### src/source/download_pkg.sv
/*
 * Host download package
 * Widths of the host byte stream, the download class and the
 * states of the write sequencer.
 */
package download_pkg;

	//////////////////////////////
	// Host side widths
	//////////////////////////////

	localparam int dl_addr_w  = 25;
	localparam int dl_index_w = 8;
	localparam int dl_ext_w   = 16;

	// Low five index bits below this value mark a ROM download
	localparam int rom_index_limit = 4;

	//////////////////////////////
	// Encodings
	//////////////////////////////

	// What the current download is
	typedef enum logic [1:0] {
		dl_none      = 2'd0,
		dl_main      = 2'd1,
		dl_expansion = 2'd2
	} dl_class_e;

	// Write sequencer
	typedef enum logic [1:0] {
		st_idle        = 2'd0,
		st_wait_slot   = 2'd1,
		st_write       = 2'd2,
		st_second_bank = 2'd3
	} seq_state_e;

endpackage

### src/source/rom_layout_pkg.sv
/*
 * ROM layout package
 * Memory map of the loader target: word address split, page register,
 * fixed system ROM slot pages and the model bank encoding.
 * The upper half of the address space holds the high-ROM pages.
 */
package rom_layout_pkg;

	//////////////////////////////
	// Address split
	//////////////////////////////

	// Memory word address, top bit selects high ROM
	localparam int mem_addr_w = 23;

	// Page register, top bit selects the high-ROM half
	localparam int page_w = 9;

	// Byte offset within one 16 KB page
	localparam int block_w = 14;

	// Pages in the high-ROM half
	localparam int hi_pages = 256;

	//////////////////////////////
	// Fixed slot pages
	//////////////////////////////

	localparam logic [page_w-1:0] page_os     = 9'h000;
	localparam logic [page_w-1:0] page_basic  = 9'h100;
	localparam logic [page_w-1:0] page_amsdos = 9'h107;
	localparam logic [page_w-1:0] page_mf2    = 9'h0ff;

	// Unused high page, catches malformed extensions
	localparam logic [page_w-1:0] page_spare = 9'h1ee;

	// Combo image continues here, so the next block lands on high page 0
	localparam logic [page_w-1:0] page_combo_hi = 9'h1ff;

	// Model banks
	typedef enum logic [1:0] {
		bank_6128 = 2'd0,
		bank_664  = 2'd1
	} model_bank_e;

endpackage

### src/source/rom_ext_decode.sv
/*
 * ROM download decoder
 * Classifies a download at its start and turns the two-character
 * extension into the base page of an expansion ROM.
 * Also picks the model bank and the copy policy from the index,
 * and moves a combo image on to high ROM after its first block.
 */
module rom_ext_decode
	import rom_layout_pkg::*;
	import download_pkg::*;
(
	input  logic                  clk_sys,
	input  logic                  reset,
	input  logic                  download,
	input  logic [dl_index_w-1:0] index,
	input  logic [dl_ext_w-1:0]   ext,
	input  logic                  page_advance,
	output dl_class_e             dl_class,
	output logic [page_w-1:0]     base_page,
	output logic                  combo,
	output model_bank_e           bank_sel,
	output logic                  dup_bank
);

	logic              download_q;
	logic              dl_start;
	logic              rom_index;
	logic [4:0]        hi_nib;
	logic [4:0]        lo_nib;
	logic [page_w-1:0] ext_page;

	// Returns {valid, nibble} for one upper case hex character
	function automatic logic [4:0] hex_nibble(input logic [7:0] c);
		logic [4:0] res;
		res = '0;
		if (c >= "0" && c <= "9")
			res = {1'b1, c[3:0]};
		else if (c >= "A" && c <= "F")
			res = {1'b1, c[3:0] + 4'd9};
		return res;
	endfunction

	assign dl_start  = download & ~download_q;
	assign rom_index = index[4:0] < rom_index_limit;

	// Bad characters keep the matching nibble of the spare page
	always_comb begin
		hi_nib   = hex_nibble(ext[15:8]);
		lo_nib   = hex_nibble(ext[7:0]);
		ext_page = page_spare;
		if (hi_nib[4])
			ext_page[7:4] = hi_nib[3:0];
		if (lo_nib[4])
			ext_page[3:0] = lo_nib[3:0];
		if (ext == "ZZ" || ext == "Z0")
			ext_page = '0;
	end

	always_ff @(posedge clk_sys) begin
		if (reset) begin
			download_q <= 1'b0;
			dl_class   <= dl_none;
			base_page  <= page_spare;
			combo      <= 1'b0;
			bank_sel   <= bank_6128;
			dup_bank   <= 1'b0;
		end else begin
			download_q <= download;
			if (dl_start && rom_index) begin
				dl_class  <= (index == '0) ? dl_main : dl_expansion;
				base_page <= ext_page;
				combo     <= (index != '0) && (ext == "Z0");
				bank_sel  <= (&index[7:6]) ? bank_664 : bank_6128;
				// Boot names and manual loads go to both banks
				dup_bank  <= (index[7:6] == 2'b01) || (|index[5:0]);
			end else if (dl_start) begin
				// Not a ROM file, the sequencer ignores it
				dl_class <= dl_none;
				combo    <= 1'b0;
			end else if (page_advance) begin
				base_page <= page_combo_hi;
				combo     <= 1'b0;
			end
		end
	end

endmodule

### src/source/rom_loader.sv
/*
 * ROM loader top level
 * Takes the host ROM download stream and writes it into the
 * memory port. The decoder classifies each file, the sequencer
 * maps and paces the bytes, and the page map records which
 * high-ROM pages have been filled.
 */
module rom_loader
	import rom_layout_pkg::*;
	import download_pkg::*;
#(
	parameter int slot_div = 8
) (
	input  logic                  clk_sys,
	input  logic                  reset,
	input  logic                  download,
	input  logic [dl_index_w-1:0] index,
	input  logic [dl_ext_w-1:0]   ext,
	input  logic                  wr,
	input  logic [dl_addr_w-1:0]  addr,
	input  logic [7:0]            data,
	output logic                  dl_wait,
	output logic                  mem_wr,
	output logic [mem_addr_w-1:0] mem_addr,
	output model_bank_e           mem_bank,
	output logic [7:0]            mem_data,
	output logic [hi_pages-1:0]   rom_map
);

	dl_class_e         dl_class;
	logic [page_w-1:0] base_page;
	logic              combo;
	model_bank_e       bank_sel;
	logic              dup_bank;
	logic              page_advance;
	logic              page_done;
	logic [7:0]        page_idx;

	//////////////////////////////
	// Decode
	//////////////////////////////

	rom_ext_decode u_decode (
		.clk_sys      (clk_sys),
		.reset        (reset),
		.download     (download),
		.index        (index),
		.ext          (ext),
		.page_advance (page_advance),
		.dl_class     (dl_class),
		.base_page    (base_page),
		.combo        (combo),
		.bank_sel     (bank_sel),
		.dup_bank     (dup_bank)
	);

	//////////////////////////////
	// Execute
	//////////////////////////////

	rom_write_seq #(
		.slot_div (slot_div)
	) u_seq (
		.clk_sys      (clk_sys),
		.reset        (reset),
		.wr           (wr),
		.addr         (addr),
		.data         (data),
		.dl_class     (dl_class),
		.base_page    (base_page),
		.combo        (combo),
		.bank_sel     (bank_sel),
		.dup_bank     (dup_bank),
		.dl_wait      (dl_wait),
		.mem_wr       (mem_wr),
		.mem_addr     (mem_addr),
		.mem_bank     (mem_bank),
		.mem_data     (mem_data),
		.page_done    (page_done),
		.page_idx     (page_idx),
		.page_advance (page_advance)
	);

	//////////////////////////////
	// Result
	//////////////////////////////

	rom_page_map u_page_map (
		.clk_sys   (clk_sys),
		.reset     (reset),
		.page_done (page_done),
		.page_idx  (page_idx),
		.rom_map   (rom_map)
	);

endmodule

### src/source/rom_page_map.sv
/*
 * High-ROM page map
 * One sticky bit per high-ROM page, set when a write into that
 * page has completed. Cleared only by reset.
 */
module rom_page_map
	import rom_layout_pkg::*;
(
	input  logic                        clk_sys,
	input  logic                        reset,
	input  logic                        page_done,
	input  logic [$clog2(hi_pages)-1:0] page_idx,
	output logic [hi_pages-1:0]         rom_map
);

	//////////////////////////////
	// Page flags
	//////////////////////////////

	always_ff @(posedge clk_sys) begin
		if (reset)
			rom_map <= '0;
		else if (page_done)
			rom_map[page_idx] <= 1'b1;
	end

endmodule

### src/source/rom_write_seq.sv
/*
 * ROM write sequencer
 * Maps each accepted host byte to a memory address and bank, then
 * issues the write on the memory slot strobe and holds the host off
 * with dl_wait until the write, and an optional copy to the second
 * bank, has closed. Reports filled high pages and combo progress.
 */
module rom_write_seq
	import rom_layout_pkg::*;
	import download_pkg::*;
#(
	parameter int slot_div = 8
) (
	input  logic                  clk_sys,
	input  logic                  reset,
	input  logic                  wr,
	input  logic [dl_addr_w-1:0]  addr,
	input  logic [7:0]            data,
	input  dl_class_e             dl_class,
	input  logic [page_w-1:0]     base_page,
	input  logic                  combo,
	input  model_bank_e           bank_sel,
	input  logic                  dup_bank,
	output logic                  dl_wait,
	output logic                  mem_wr,
	output logic [mem_addr_w-1:0] mem_addr,
	output model_bank_e           mem_bank,
	output logic [7:0]            mem_data,
	output logic                  page_done,
	output logic [7:0]            page_idx,
	output logic                  page_advance
);

	localparam int cnt_w = $clog2(slot_div);

	logic [cnt_w-1:0]  slot_cnt;
	logic              slot_pre;
	seq_state_e        state;
	logic              accept;
	logic              mapped;
	logic [page_w-1:0] map_page;
	model_bank_e       map_bank;
	logic              copy_now;
	logic              high_half;

	//////////////////////////////
	// Slot strobe
	//////////////////////////////

	// Strobe is cnt == 0, actions are registered one cycle ahead
	assign slot_pre = slot_cnt == cnt_w'(slot_div - 1);

	always_ff @(posedge clk_sys) begin
		if (reset)
			slot_cnt <= '0;
		else if (slot_pre)
			slot_cnt <= '0;
		else
			slot_cnt <= slot_cnt + 1'b1;
	end

	//////////////////////////////
	// Byte mapping
	//////////////////////////////

	always_comb begin
		mapped   = 1'b1;
		map_page = page_os;
		map_bank = bank_sel;
		if (dl_class == dl_main) begin
			map_bank = addr[16] ? bank_664 : bank_6128;
			case (addr[24:14])
				11'd0, 11'd4: map_page = page_os;
				11'd1, 11'd5: map_page = page_basic;
				11'd2, 11'd6: map_page = page_amsdos;
				11'd3, 11'd7: map_page = page_mf2;
				default:      mapped = 1'b0;
			endcase
		end else begin
			// Expansion pages wrap inside their half
			map_page = {base_page[8], base_page[7:0] + addr[21:14]};
		end
	end

	assign accept = wr && !dl_wait && state == st_idle && dl_class != dl_none;

	// Copy only from bank 0 of an expansion ROM
	assign copy_now = dl_class == dl_expansion && dup_bank && mem_bank == bank_6128;

	assign high_half = mem_addr[mem_addr_w-1];
	assign page_idx  = mem_addr[mem_addr_w-2:block_w];

	//////////////////////////////
	// Sequencer
	//////////////////////////////

	always_ff @(posedge clk_sys) begin
		if (reset) begin
			state        <= st_idle;
			dl_wait      <= 1'b0;
			mem_wr       <= 1'b0;
			page_done    <= 1'b0;
			page_advance <= 1'b0;
		end else begin
			mem_wr       <= 1'b0;
			page_done    <= 1'b0;
			page_advance <= 1'b0;
			case (state)
				st_idle: begin
					// Also drops the wait of an unmapped byte
					dl_wait <= accept;
					if (accept && mapped)
						state <= st_wait_slot;
				end
				st_wait_slot: begin
					if (slot_pre) begin
						mem_wr <= 1'b1;
						state  <= st_write;
					end
				end
				st_write: begin
					if (slot_pre && copy_now) begin
						mem_wr <= 1'b1;
						state  <= st_second_bank;
					end else if (slot_pre) begin
						page_done    <= high_half;
						page_advance <= combo && (&mem_addr[block_w-1:0]);
						state        <= st_idle;
					end
				end
				st_second_bank: begin
					if (slot_pre) begin
						page_done    <= high_half;
						page_advance <= combo && (&mem_addr[block_w-1:0]);
						state        <= st_idle;
					end
				end
				default: state <= st_idle;
			endcase
		end
	end

	// Payload of the pending write
	always_ff @(posedge clk_sys) begin
		if (accept) begin
			mem_addr <= {map_page, addr[block_w-1:0]};
			mem_bank <= map_bank;
			mem_data <= data;
		end else if (state == st_write && slot_pre && copy_now) begin
			mem_bank <= bank_664;
		end
	end

endmodule

### config.mk
export PLATFORM = sky130hd
export DESIGN_NAME = rom_loader
export DESIGN_NICKNAME = d
export VERILOG_FILES = /design/src/source/download_pkg.sv /design/src/source/rom_layout_pkg.sv /design/src/source/rom_ext_decode.sv /design/src/source/rom_loader.sv /design/src/source/rom_page_map.sv /design/src/source/rom_write_seq.sv
export SDC_FILE = /design/constraint.sdc
export NUM_CORES = 1
export LEC_CHECK = 0
export BUFFER_PORTS_ARGS = -buffer_cell sky130_fd_sc_hd__buf_2
export CAP_MARGIN = 10
export CORE_MARGIN = 1.5
export CORE_UTILIZATION = 45
export CTS_CLUSTER_DIAMETER = 100
export DETAILED_ROUTE_END_ITERATION = 10
export PLACE_DENSITY = 0.82
export SLEW_MARGIN = 20
export SYNTH_ARGS = -nofsm -noshare
export SYNTH_HDL_FRONTEND = slang
export SYNTH_SLANG_ARGS = --single-unit
### constraint.sdc
create_clock -name clk_sys -period 1.8 [get_ports clk_sys]
set_input_delay 0.18 -clock clk_sys [delete_from_list [all_inputs] [get_ports clk_sys]]
set_output_delay 0.18 -clock clk_sys [all_outputs]
set_load 0.005 [all_outputs]
; ---- Word level (Yosys, flattened, before mapping)
; Index checks and enable logic that the tools add are counted.
[op_classes]
n_addsub = 4
mul = 0
n_reduce_logical = 40
eq_ne = 19
shifts = 0
bitwise = 3
n_div = 0
order_cmp = 11
muxes = 41
[ops]
columns = operator, count
row1 = $or A256 B256 Y256, 1
row2 = $mux W9, 5
row3 = $eq A11 B3 Y1 const B, 4
row4 = $eq A16 B15 Y1 const B, 2
row5 = $pmux W9 S3, 1
row6 = $eq A11 B2 Y1 const B, 2
row7 = $mux W2, 10
row8 = $mux W5, 4
row9 = $logic_and A1 B1 Y1, 17
row10 = $ge A8 B6 Y1 const B, 2
row11 = $ge A8 B7 Y1 const B, 2
row12 = $le A8 B6 Y1 const B, 2
row13 = $le A8 B7 Y1 const B, 2
row14 = $mux W1, 14
row15 = $reduce_and A14 Y1, 1
row16 = $eq A11 B1 Y1 const B, 1
row17 = $logic_not A11 Y1, 1
row18 = $lt A8 B9 Y1 const B, 1
row19 = $add A4 B4 Y4 const B, 2
row20 = $add A8 B8 Y8, 1
row21 = $demux W1 S8, 1
row22 = $ge A8 B1 Y1 const B, 1
row23 = $logic_not A8 Y1, 1
row24 = $mux W4, 2
row25 = 21 further kinds, 38
[totals]
ram_bits = 0
memories = 0
wordCells = 134
in_bits = 61
romBits = 0
latchBits = 0
out_inout_bits = 291
register_bits = 314

; ---- Logic depth before layout (Yosys ltp)
[logic_depth]
word_depth = 7
depth_mapped = 8
mapped_depth_nobuf = 8

; ---- Cells and area by module
; A second synthesis with hierarchy kept.
[hier_totals]
hier_cells = 1220
hier_area_um2 = 13255.2
[by_module_without_submodules]
columns = mod, cells_per_inst, n_inst, area_each_um2, seq_area_each_um2
row1 = rom_page_map, 932, 1, 10087.2, 5124.9
row2 = rom_write_seq, 165, 1, 2075.7, 1171.1
row3 = rom_ext_decode, 123, 1, 1092.3, 300.3

; ---- Worst setup path after synthesis
; OpenSTA, ideal clock, no wires.
[synth_timing]
path_type = register -> register
from = register u_decode.base_page[0]
to = register u_seq.mem_addr[20], data pin
n_path_buf = 0
path_stages_with_launch = 9
arrival_time_ps = 1513
required_time_ps = 1534
path_slack_ps = 21
cell_sequence = dfxtp_1 -> ha_1 -> inv_1 -> fa_1 -> nand2b_1 -> a21oi_1 -> o21a_1 -> o21a_1 -> o31ai_1
[synth_via]
elab_chain_len = 2
[synth_lines]
columns = element, line_no
row1 = "start, declared", rom_ext_decode.sv:19  ; output logic [page_w-1:0] base_page,
row2 = "start signal, assigned", rom_ext_decode.sv:63  ; base_page <= page_spare;
row3 = "start signal, assigned", rom_ext_decode.sv:71  ; base_page <= ext_page;
row4 = "start signal, assigned", rom_ext_decode.sv:81  ; base_page <= page_combo_hi;
row5 = $add A8 B8 Y8, rom_write_seq.sv:81  ; map_page = {base_page[8], base_page[7:0] + addr[21:14]};
row6 = $mux W9, rom_write_seq.sv:70  ; if (dl_class == dl_main) begin
row7 = named net u_seq.map_page[6], rom_write_seq.sv:41  ; logic [page_w-1:0] map_page;
row8 = "end signal, assigned", rom_write_seq.sv:146  ; mem_addr <= {map_page, addr[block_w-1:0]};
row9 = "end, declared", rom_write_seq.sv:26  ; output logic [mem_addr_w-1:0] mem_addr,
; The timed path passes the listed nets, and every way through them passes these cells.
; A chain may end at the register's enable or synchronous reset.

; ---- Worst setup path in the final report
; Same ends and word-level chain as after synthesis.

==> out/qor.csv <==
metric;value;unit
outcome;finished clean;
finalCritPeriodShare;0.962;
required;2.08;ns
hp-class;input pin to flip-flop;
cts_tree;built;
setup_tns;0;ns
wl_met3;3.04;mm
synth_warnings;0;
internal_power;11.1;mW
clock_skew;0.0124;ns
wl_met1;13.4;mm
switching_share;0.212;
synth_edf_count;32;
cts_buffers;31;
asyncSetResetFlopFracSynth;0;
diodes;0;
grt_setup_unrepaired;true;
final_max_slew_viol_count;0;
cp.arrival;2.01;ns
top_layer_used;met5;
grt_pass1_wl;50.1;mm
start_util;0.458;
place.port_buffers;350;
critical_path_peak_fanout;2;
grt_pass1_vias;9438;
fin_crit;1.73;ns
max_clock_freq;577;MHz
vdd_drop_max;869;µV
hold_violations;0;
dr_wl_met2;16.6;mm
syn_area;10800;µm²
end_kind;flip-flop;
die_x;158;µm
seq_area_frac_synth;0.610;
grt_start_max_net_pins;104;
start_kind;flip-flop;
pin_count;352;
crit_type;flip-flop to flip-flop;
avgSynthCellArea;9.27;µm²
synth_cells;1161;
clk_pin_slew;0.06;ns
htreeDepth;1;
drive_above_1_share;0.319;
seq_power_share;0.503;
clockPowerShare;0.455;
cts_sinks;312;
hold_start;ext[0];
place.gp.congestion;0.900;
drt-initial-drc-count;798;
insertion_delay;0.54;ns
routed_wirelength;34.5;mm
finalPower;14.0;mW
core_area;23500;µm²
areaGrowthSynthToFinish;37.6;%
clk_path_buf_depth;3;
synth.ff_latch_count;312;
routed_via_density;5.24;
tightest_slew;0.980;ns
drt-pass1-iter-count;6;
synth.net_count;1245;
regToRegStartpoint;u_decode.base_page[0];
synth_cell_types;48;
drc;0;
slew_headroom;0.346;
wl_per_cell;17.9;µm
nNetsFinal;1666;
dieArea;24800;µm²
postRouteAntennaNets;0;
finalSetupViolCount;0;
maxCapViolCount;0;
crit_start;u_decode.base_page[0];
power_frac_comb;0.041;
dp_hpwl;23.5;mm
die_y;158;µm
hold_ws;0.0303;ns
synth_ff_type;dfxtp_1;
rows;56;
clockRootBuffer;clkbuf_16;
switching_power;2.97;mW
grtUsageTotal;0.260;
grt-ovfl-total;0;
vias;10100;
antenna_found_initial;1;
power_density;948;nW/µm²
p_leak;6.76;nW
==> kinds of logic (layout without fill, tap and decap cells) <==
kind of cell,count (synthesis),in the layout,synth area share
XOR/XNOR,6,6,0.00488
buffers and inverters,90,535,0.0323
other,1,1,0.000349
multiplexers,1,1,0.000930
AO/OA/AOI/OAI,330,330,0.164
flip-flops,312,312,0.610
AND/OR/NAND/NOR,398,398,0.160
adder cells (fa/ha/maj),23,23,0.0274
==> final cells by class <==
cell class | instances | area [µm²]
Inverter | 19 | 71.3
Timing Repair Buffer | 459 | 2730
Clock inverter | 17 | 173
Tap cell | 319 | 399
Fill cell | 1906 | 8670
Multi-Input combinational cell | 759 | 4010
Clock buffer | 40 | 850
Sequential cell | 312 | 6570
==> worst max-delay path, cell delays in order, from the launching register on <==
cell and delay [ns]:
dfxtp_2 0.34, ha_4 0.13, inv_2 0.04, fa_2 0.33, nand2b_4 0.16, a21oi_4 0.15, o21a_1 0.15, o21a_1 0.11
o31ai_1 0.06
==> flip-flops by register name, indices dropped and copies added, names as in the netlist <==
signal	cells
u_decode.combo	1
u_seq.dl_wait	1
u_seq.mem_addr	23
u_seq.state	2
u_seq.mem_wr	1
u_seq.mem_bank	1
u_page_map.rom_map	256
u_decode.dup_bank	1
u_decode.dl_class	2
u_seq.slot_cnt	3
u_decode.bank_sel	1
u_seq.page_done	1
u_seq.page_advance	1
u_seq.mem_data	8
u_decode.download_q	1
u_decode.base_page	9
==> cells in the final DEF (no fill, tap or decap), types with 6 or more instances in the layout <==
cell / n
nor2_2: 12
buf_2: 349
nand4_1: 6
ha_1: 20
a31oi_1: 8
a21oi_1: 261
buf_12: 6
edfxtp_1: 32
nand2b_1: 13
nand2_1: 21
nor2_1: 279
dfxtp_1: 279
nand3b_1: 6
dlygate4sd3_1: 32
clkinv_2: 9
nand3_1: 9
nor2b_1: 7
clkbuf_16: 31
o21ai_0: 23
inv_1: 18
buf_4: 71
nor3_1: 9
nor3_2: 7
==> Yosys cell counts (2+ instances only) <==
cell type,n,share of area
dfxtp_1,280,0.52
edfxtp_1,32,0.089
a32oi_1,3,0.0024
nand2b_1,14,0.0081
a21o_1,3,0.0021
a22oi_1,3,0.0021
or3_1,4,0.0023
nor4_1,6,0.0035
clkbuf_1,62,0.022
ha_1,22,0.026
nor3_1,17,0.0079
o211ai_1,3,0.0021
a41oi_1,2,0.0016
a31oi_1,8,0.0047
nand3b_1,6,0.0042
xor2_1,4,0.0033
o31ai_1,3,0.0021
nor2_1,291,0.10
a211oi_1,7,0.0049
buf_1,3,0.0010
nand3_1,9,0.0042
inv_1,19,0.0066
a21oi_1,262,0.12
o21bai_1,2,0.0014
a21boi_0,3,0.0021
xnor2_1,2,0.0016
nor4bb_1,5,0.0047
nor2b_1,7,0.0041
nand2_1,22,0.0077
buf_2,5,0.0023
o21a_1,3,0.0021
o21ai_0,24,0.011
nand4_1,6,0.0035
nor3b_1,5,0.0035
==> per-stage QoR <==
| step | std cells | area, µm² | setup WS (ns) | util |
|---|---|---|---|---|
| 2_1_floorplan | 1161 | 10800 | 0.0207 | - |
| 3_3_place_gp | 1834 | 13400 | -0.0454 | 0.569 |
| 3_5_place_dp | 1834 | 13400 | -0.0968 | 0.569 |
| 4_1_cts | 1924 | 14700 | 0.0101 | 0.628 |
| 5_1_grt | 1925 | 14800 | -0.0255 | 0.631 |
| 6_report | 1925 | 14800 | 0.0683 | 0.631 |
==> metal layers <==
| metal | global-route usage | vias up |
|---|---|---|
| met4 | 0.117 | 2 |
| met5 | 0 | - |
| met3 | 0.0602 | 94 |
| met1 | 0.307 | 4686 |
| met2 | 0.451 | 499 |
| li1 | - | 4810 |
==> what timing repair did <==
item / in CTS / in global routing
pin swaps: 1 / 3
buffers inserted: 1 / 1
endpoints found under the setup margin: 1 / 12
resized for setup: 4 / 12
hold endpoints to repair: 34 / 0
hold buffers: 32 / 0
==> power by group through the flow <==
| stage | sequential (mW) | clock (mW) | combinational [mW] |
|---|---|---|---|
| 5_1_grt | 7.06 | 6.77 | 0.635 |
| 3_3_place_gp | 7.21 | 0 | 0.480 |
| 6_report | 7.06 | 6.39 | 0.580 |
| 2_1_floorplan | 7.21 | 0 | 0.288 |
| 4_1_cts | 7.06 | 6.48 | 0.556 |
| 3_5_place_dp | 7.22 | 0 | 0.497 |
==> final timing paths <==
check / cells past startpoint / to / slack [ns]
hold reg to reg: 1 / u_seq.slot_cnt[0] / 0.43
hold / removal: 3 / u_decode.base_page[0] / 0.03
setup / recovery: 8 / u_seq.mem_addr[20] / 0.07
setup reg to reg: 8 / u_seq.mem_addr[20] / 0.07
Note: power is estimated with default switching activity, not from simulation.
